--- src/verilog/memoryGamePkg.sv ---
package memoryGamePkg;

	localparam int BoardCells = 16;
	localparam int CardKinds = 8;

	// row sits in the upper two bits, column in the lower two.
	typedef logic [3:0] cellPos_t;
	typedef logic [2:0] cardValue_t;
	typedef logic [3:0] score_t;

	typedef struct packed {
		cardValue_t value;
		logic shown;
		logic matched;
	} cell_t;

	typedef struct packed {
		logic player;
		score_t scoreOne;
		score_t scoreTwo;
		logic gameOver;
		logic waiting;
	} gameStatus_t;

	// segment order is gfedcba, a lit segment is driven low.
	function automatic logic [6:0] segmentsOf(input logic [3:0] digit);
		case (digit)
			4'd0: return 7'b1000000;
			4'd1: return 7'b1111001;
			4'd2: return 7'b0100100;
			4'd3: return 7'b0110000;
			4'd4: return 7'b0011001;
			4'd5: return 7'b0010010;
			4'd6: return 7'b0000010;
			4'd7: return 7'b1111000;
			4'd8: return 7'b0000000;
			4'd9: return 7'b0010000;
			default: return 7'b1111111;
		endcase
	endfunction

endpackage
--- src/verilog/memoryGameTop.sv ---
`timescale 1ns/1ps

module memoryGameTop #(
	parameter int DebounceCycles = 500000,
	parameter int CyclesPerSecond = 50000000,
	parameter int TurnSeconds = 10
) (
	input logic clk50MHz,
	input logic rstN,
	input logic btnMove,
	input logic btnSelect,
	output memoryGamePkg::cellPos_t cursor,
	output logic [15:0] shownMask,
	output logic playerLed,
	output logic gameOverLed,
	output logic [6:0] secondsTens,
	output logic [6:0] secondsUnits,
	output logic [6:0] scoreOneSeg,
	output logic [6:0] scoreTwoSeg
);

	logic movePress;
	logic selectPress;
	logic [4:0] seconds;
	logic timeout;
	memoryGamePkg::cell_t [memoryGamePkg::BoardCells-1:0] cells;
	memoryGamePkg::gameStatus_t status;

	buttonDebouncer #(
		.DebounceCycles(DebounceCycles)
	) i_moveDebouncer (
		.clk50MHz(clk50MHz),
		.rstN(rstN),
		.button(btnMove),
		.press(movePress)
	);

	buttonDebouncer #(
		.DebounceCycles(DebounceCycles)
	) i_selectDebouncer (
		.clk50MHz(clk50MHz),
		.rstN(rstN),
		.button(btnSelect),
		.press(selectPress)
	);

	cursorControl i_cursorControl (
		.clk50MHz(clk50MHz),
		.rstN(rstN),
		.movePress(movePress),
		.cursor(cursor)
	);

	turnTimer #(
		.CyclesPerSecond(CyclesPerSecond),
		.TurnSeconds(TurnSeconds)
	) i_turnTimer (
		.clk50MHz(clk50MHz),
		.rstN(rstN),
		.selectPress(selectPress),
		.seconds(seconds),
		.timeout(timeout)
	);

	gameBoard i_gameBoard (
		.clk50MHz(clk50MHz),
		.rstN(rstN),
		.selectPress(selectPress),
		.timeout(timeout),
		.cursor(cursor),
		.cells(cells),
		.status(status)
	);

	scoreDisplay i_scoreDisplay (
		.seconds(seconds),
		.status(status),
		.secondsTens(secondsTens),
		.secondsUnits(secondsUnits),
		.scoreOneSeg(scoreOneSeg),
		.scoreTwoSeg(scoreTwoSeg)
	);

	// a cell counts as visible while face up or once its pair is found.
	always_comb begin
		for (int i = 0; i < memoryGamePkg::BoardCells; i++) begin
			shownMask[i] = cells[i].shown | cells[i].matched;
		end
	end

	assign playerLed = status.player;
	assign gameOverLed = status.gameOver;

endmodule

--- src/verilog/scoreDisplay.sv ---
`timescale 1ns/1ps

module scoreDisplay (
	input logic [4:0] seconds,
	input memoryGamePkg::gameStatus_t status,
	output logic [6:0] secondsTens,
	output logic [6:0] secondsUnits,
	output logic [6:0] scoreOneSeg,
	output logic [6:0] scoreTwoSeg
);

	logic [4:0] tensWide;
	logic [4:0] unitsWide;
	logic [3:0] tensDigit;
	logic [3:0] unitsDigit;

	// seconds stays below 32, so the tens digit never passes 3.
	always_comb begin
		tensWide = seconds / 5'd10;
		unitsWide = seconds % 5'd10;
		tensDigit = tensWide[3:0];
		unitsDigit = unitsWide[3:0];
	end

	assign secondsTens = memoryGamePkg::segmentsOf(tensDigit);
	assign secondsUnits = memoryGamePkg::segmentsOf(unitsDigit);

	// a score above 9 falls into the blank entry of the table.
	assign scoreOneSeg = memoryGamePkg::segmentsOf(status.scoreOne);
	assign scoreTwoSeg = memoryGamePkg::segmentsOf(status.scoreTwo);

endmodule

--- src/verilog/gameBoard.sv ---
`timescale 1ns/1ps

module gameBoard (
	input logic clk50MHz,
	input logic rstN,
	input logic selectPress,
	input logic timeout,
	input memoryGamePkg::cellPos_t cursor,
	output memoryGamePkg::cell_t [memoryGamePkg::BoardCells-1:0] cells,
	output memoryGamePkg::gameStatus_t status
);

	memoryGamePkg::cellPos_t firstPos;
	logic firstValid;
	logic [4:0] scoreSum;
	logic [4:0] openCount;
	logic allMatched;
	logic cursorFree;
	logic pairFound;

	always_comb begin
		scoreSum = 5'(status.scoreOne) + 5'(status.scoreTwo);
		openCount = '0;
		allMatched = 1'b1;
		for (int i = 0; i < memoryGamePkg::BoardCells; i++) begin
			if (cells[i].shown && !cells[i].matched) begin
				openCount = openCount + 5'd1;
			end
			allMatched = allMatched & cells[i].matched;
		end
	end

	assign cursorFree = !cells[cursor].shown && !cells[cursor].matched;
	assign pairFound = (cells[firstPos].value == cells[cursor].value);

	always_ff @(posedge clk50MHz or negedge rstN) begin
		if (!rstN) begin
			// fixed deal, cell i holds card i mod 8.
			for (int i = 0; i < memoryGamePkg::BoardCells; i++) begin
				cells[i].value <= memoryGamePkg::cardValue_t'(i % memoryGamePkg::CardKinds);
				cells[i].shown <= 1'b0;
				cells[i].matched <= 1'b0;
			end
			firstPos <= '0;
			firstValid <= 1'b0;
			status <= '0;
		end else if (selectPress && !status.gameOver) begin
			if (status.waiting) begin
				for (int i = 0; i < memoryGamePkg::BoardCells; i++) begin
					if (!cells[i].matched) begin
						cells[i].shown <= 1'b0;
					end
				end
				status.player <= ~status.player;
				status.waiting <= 1'b0;
			end else if (cursorFree) begin
				cells[cursor].shown <= 1'b1;
				if (!firstValid) begin
					firstPos <= cursor;
					firstValid <= 1'b1;
				end else if (pairFound) begin
					cells[cursor].matched <= 1'b1;
					cells[firstPos].matched <= 1'b1;
					firstValid <= 1'b0;
					if (status.player) begin
						status.scoreTwo <= status.scoreTwo + 1'b1;
					end else begin
						status.scoreOne <= status.scoreOne + 1'b1;
					end
					status.gameOver <= (scoreSum + 5'd1 == 5'(memoryGamePkg::CardKinds));
				end else begin
					firstValid <= 1'b0;
					status.waiting <= 1'b1;
				end
			end
		end else if (timeout && !status.gameOver) begin
			// the turn passes; any face-up card that is not part of a pair goes down.
			for (int i = 0; i < memoryGamePkg::BoardCells; i++) begin
				if (!cells[i].matched) begin
					cells[i].shown <= 1'b0;
				end
			end
			firstValid <= 1'b0;
			status.player <= ~status.player;
			status.waiting <= 1'b0;
		end
	end

	assert property (@(posedge clk50MHz) disable iff (!rstN)
		scoreSum <= 5'(memoryGamePkg::CardKinds));

	assert property (@(posedge clk50MHz) disable iff (!rstN)
		status.waiting |-> openCount == 5'd2);

	assert property (@(posedge clk50MHz) disable iff (!rstN)
		status.gameOver |-> allMatched);

endmodule

--- src/verilog/turnTimer.sv ---
`timescale 1ns/1ps

module turnTimer #(
	parameter int CyclesPerSecond = 50000000,
	parameter int TurnSeconds = 10
) (
	input logic clk50MHz,
	input logic rstN,
	input logic selectPress,
	output logic [4:0] seconds,
	output logic timeout
);

	localparam int PrescaleWidth = $clog2(CyclesPerSecond);

	logic [PrescaleWidth-1:0] prescaler;
	logic secondTick;
	logic saturated;

	assign secondTick = (prescaler == PrescaleWidth'(CyclesPerSecond - 1));
	assign saturated = (seconds == 5'(TurnSeconds));

	always_ff @(posedge clk50MHz or negedge rstN) begin
		if (!rstN) begin
			prescaler <= '0;
			seconds <= '0;
			timeout <= 1'b0;
		end else if (selectPress) begin
			prescaler <= '0;
			seconds <= '0;
			timeout <= 1'b0;
		end else if (!saturated) begin
			if (secondTick) begin
				prescaler <= '0;
				seconds <= seconds + 5'd1;
				timeout <= (seconds + 5'd1 == 5'(TurnSeconds));
			end else begin
				prescaler <= prescaler + 1'b1;
				timeout <= 1'b0;
			end
		end else begin
			// the count holds at the limit until the next select.
			timeout <= 1'b0;
		end
	end

	assert property (@(posedge clk50MHz) disable iff (!rstN) seconds <= 5'(TurnSeconds));

endmodule

--- src/verilog/cursorControl.sv ---
`timescale 1ns/1ps

module cursorControl (
	input logic clk50MHz,
	input logic rstN,
	input logic movePress,
	output memoryGamePkg::cellPos_t cursor
);

	// row-major walk, so the column advances first and carries into the row.
	always_ff @(posedge clk50MHz or negedge rstN) begin
		if (!rstN) begin
			cursor <= '0;
		end else if (movePress) begin
			// the index is four bits wide, so the last cell rolls over to cell 0.
			cursor <= cursor + 1'b1;
		end
	end

endmodule

--- src/verilog/buttonDebouncer.sv ---
`timescale 1ns/1ps

module buttonDebouncer #(
	parameter int DebounceCycles = 500000
) (
	input logic clk50MHz,
	input logic rstN,
	input logic button,
	output logic press
);

	localparam int CountWidth = $clog2(DebounceCycles + 1);

	logic syncMeta;
	logic syncLevel;
	logic cleanLevel;
	logic cleanLast;
	logic [CountWidth-1:0] stableCount;

	always_ff @(posedge clk50MHz or negedge rstN) begin
		if (!rstN) begin
			syncMeta <= 1'b0;
			syncLevel <= 1'b0;
			cleanLevel <= 1'b0;
			cleanLast <= 1'b0;
			stableCount <= '0;
			press <= 1'b0;
		end else begin
			syncMeta <= button;
			syncLevel <= syncMeta;
			// the count restarts whenever the synchronized level agrees with the clean one.
			if (syncLevel == cleanLevel) begin
				stableCount <= '0;
			end else if (stableCount == CountWidth'(DebounceCycles - 1)) begin
				stableCount <= '0;
				cleanLevel <= syncLevel;
			end else begin
				stableCount <= stableCount + 1'b1;
			end
			cleanLast <= cleanLevel;
			press <= cleanLevel & ~cleanLast;
		end
	end

	assert property (@(posedge clk50MHz) disable iff (!rstN) press |=> !press);

endmodule

--- config.mk ---
export PLATFORM = sky130hd
export DESIGN_NAME = memoryGameTop
export DESIGN_NICKNAME = d
export VERILOG_FILES = /design/src/verilog/memoryGamePkg.sv /design/src/verilog/memoryGameTop.sv /design/src/verilog/scoreDisplay.sv /design/src/verilog/gameBoard.sv /design/src/verilog/turnTimer.sv /design/src/verilog/cursorControl.sv /design/src/verilog/buttonDebouncer.sv
export SDC_FILE = /design/constraint.sdc
export NUM_CORES = 1
export LEC_CHECK = 0
export ABC_AREA = 1
export BUFFER_PORTS_ARGS = -buffer_cell sky130_fd_sc_hd__buf_2
export CAP_MARGIN = 20
export CORE_MARGIN = 4
export CORE_UTILIZATION = 61
export DETAILED_ROUTE_END_ITERATION = 12
export HOLD_SLACK_MARGIN = 0.08
export PLACE_DENSITY = 0.82
export SLEW_MARGIN = 15
export SYNTH_ARGS = -nofsm -noshare
export SYNTH_HDL_FRONTEND = slang
export SYNTH_HIERARCHICAL = 1
export SYNTH_SLANG_ARGS = --single-unit
--- constraint.sdc ---
create_clock -name clk50MHz -period 3.5 [get_ports clk50MHz]
set_input_delay 1.05 -clock clk50MHz [delete_from_list [all_inputs] [get_ports clk50MHz]]
set_output_delay 1.05 -clock clk50MHz [all_outputs]
set_load 0.02 [all_outputs]
==> summary.md <==
| Metric | Value |
|---|---|
| Final hold vios | `0` |
| Number of clock buffers inserted by TritonCTS | `17` |
| Synth Cell Area | `8780 um^2` |
| Site row count | `43` |
| Die ar. | `16400 um^2` |
| Num ports | `54` |
| HP Class | `reg2reg` |
| Initial Util | `62.8%` |
| # diodes | `0` |
| Layout area overhead | `13.8%` |
| Peak supply drop | `0.368 mV` |
| Tmin final | `3500 ps` |
| Cts hold-fix bufs | `0` |
| Root Buffer Master | `clkbuf_16` |
| Detail Placement HPWL | `13200 um` |
| Clock Pin Slew Worst Setup and Hold Paths | `60 ps` |
| Max incr delay on CP | `400 ps` |
| Final setup fails | `2` |
| Combinational Power Share | `1.7%` |
| # clock sinks | `132` |
| Drc violations | `0` |
| Filler cells | `1121` |
| WS Path Type | `reg2out` |
| H-tree depth | `4` |
| Fin. max-slew vios | `0` |
| CTS tree | `built` |
| Average wire per standard cell | `13.0 um` |
| GRT Max-Usage Layer | `met2` |
| FF/Latch Area | `3310 um^2` |
| Setup ws final | `-2.28 ps` |
| Pre-CTS setup slack | `149 ps` |
| Vias in the first global route | `7230` |
| Post-synthesis average cell area | `7.18 um^2` |
| CP max stage cell | `dfrtp_1` |
| Crit path max fanout | `6` |
| Tot GR Track Use | `24.1%` |
| Clock buffer depth | `2` |
| Worst hold slack | `348 ps` |
| GRT overflow | `0` |
| Final net count | `1329` |
| P_leak | `5.03 nW` |
| Synthesized instance count | `1223` |
| Net switching power | `743 uW` |
| Met2 usage | `41.9%` |
| Slew HR | `48.9%` |
| Setup Skew | `7.30 ps` |
| Die H | `128 um` |
| Int Power | `2.70 mW` |
| Initial antenna violation count | `0` |
| CP endpoint kind | `primary output` |
| Vias | `7809` |
| Area of the core | `14000 um^2` |
| Status | `finished with violations` |
| Net Sw Frac | `21.6%` |
| Port buffer count | `52` |
| Post-route ant nets | `0` |
| DRT iter0 DRCs | `583` |
| Warnings from Yosys | `6` |
| Clock group share of total power | `53.6%` |
| Routed WL | `19300 um` |
| Sequential share of power | `44.8%` |
| Worst endpoint data arrival time | `2450 ps` |
| Worst-skew pair later-pin latency | `420 ps` |
| Routing usage on met1 | `30.2%` |
| RSZ-0062 raised after global routing | `true` |
| Largest net degree at the start of global routing | `63` |
| Worst Tran Pin Value | `765 ps` |
| Mapped Nets | `1257` |
| PwrDens | `344 nW/um^2` |
| Area of the multi-input gates | `4620 um^2` |
| Crit start category | `flop` |
| Max-cap viol count | `0` |
| DR vias/cell | `5.25` |
| Critical Path RT | `2450 ps` |
| Share of layout cells above drive strength 1 | `16.7%` |
| Most used cell, CP | `inv_2` |
| Final GP Congestion | `0.922` |
| Detailed-router iteration count before antenna repair | `5` |
| Failing checks | `setup timing` |
| Die X | `128 um` |
| FMAX | `0.286 GHz` |
| Final Cycle Share | `100%` |
| Met3 Use GR | `3.88%` |
| First-pass GRT wire length | `32500 um` |
| Crit path cell chain | `inv_2 -> nand3_2 -> nand2_2 -> inv_2 -> ha_4 -> o21bai_1 -> nor2_1 -> nand3_1 -> nand2_2 -> inv_2 -> nand3_1 -> nand2_1 -> buf_2` |
final timing paths:
| path | start | endpoint | slack [ps] | depth (start not counted) |
|---|---|---|---|---|
| worst max-delay path | i_turnTimer/seconds[2] | secondsUnits[4] | -2 | 13 |
| worst min-delay path | i_moveDebouncer/syncMeta | i_moveDebouncer/syncLevel | 350 | 0 |
| worst max register to register | i_cursorControl/cursor[0] | i_gameBoard/status[1] | 940 | 14 |
| worst min register to register | i_moveDebouncer/syncMeta | i_moveDebouncer/syncLevel | 350 | 0 |
| max in group asynchronous | rstN | i_turnTimer/prescaler[23] | 2180 | 2 |
| min in group asynchronous | rstN | i_gameBoard/cells[31] | 590 | 1 |
per-stage QoR:
step	TNS [ps]	total power [mW]	instances	util, %	cell area, um^2
4_1_cts	0	3.48	1482	70.6	9880
2_1_floorplan	0	1.59	1223	-	8780
6_report	-4.19	3.44	1488	71.4	9990
5_1_grt	-661	3.56	1488	71.4	9990
3_5_place_dp	0	1.63	1446	65.7	9200
3_3_place_gp	0	1.63	1446	65.7	9200
power by group through the flow:
stage | Combinational (mW) | Clock, mW | Sequential (mW)
global route | 0.0700 | 1.95 | 1.54
CTS | 0.0617 | 1.88 | 1.54
detailed placement | 0.0614 | 0 | 1.57
global placement | 0.0593 | 0 | 1.57
finish | 0.0582 | 1.84 | 1.54
floorplan | 0.0203 | 0 | 1.57
registers in the layout (all words and copies together) (netlist names), 4 cells and up:
name and flops:
i_cursorControl/cursor 4, i_turnTimer/prescaler 26, i_gameBoard/firstPos 4, i_gameBoard/status 11
i_turnTimer/seconds 5, i_moveDebouncer/stableCount 19, i_selectDebouncer/stableCount 19, i_gameBoard/cells 32
layout make-up:
class,count,share of cell area (%)
clock buffers,19,4.43
clock inverters,13,1.75
inverters,209,7.90
multi-input cells,865,46.2
flip-flops and latches,132,33.1
well taps,180,2.25
repair buffers,70,4.36
layer usage:
layer | wire (um) | up-vias
met5 | 0 | -
met4 | 452 | 0
met3 | 970 | 43
met2 | 9630 | 209
met1 | 8280 | 3630
li1 | - | 3927
layout by cell type (no fill, tap or decap), types with 14 or more instances in the layout:
| cell type | n |
|---|---|
| nand2_1 | 353 |
| inv_1 | 193 |
| a21oi_1 | 24 |
| clkbuf_16 | 17 |
| xor2_1 | 24 |
| nand3_1 | 63 |
| xnor2_1 | 14 |
| nor2_1 | 135 |
| buf_2 | 47 |
| o211ai_1 | 17 |
| nor2_2 | 18 |
| nand2_2 | 24 |
| ha_1 | 28 |
| nand4_1 | 14 |
| o21ai_0 | 55 |
| buf_4 | 18 |
| dfrtp_1 | 130 |
timing repair:
action                                  in CTS  in global routing
endpoints found under the setup margin       7                  6
cloned                                       0                  0
pin swaps                                    2                 10
setup buffers                                4                  6
gates resized for setup                      9                 18
critical path: cells and delay by family, from the launching register on:
kind            cells  cell delay [ps]
fa+ha+maj           1              170
buf+inv             4              410
simple gates        7              850
compound gates      1              190
flops               1              400
Note: power is estimated with default switching activity, not from simulation.
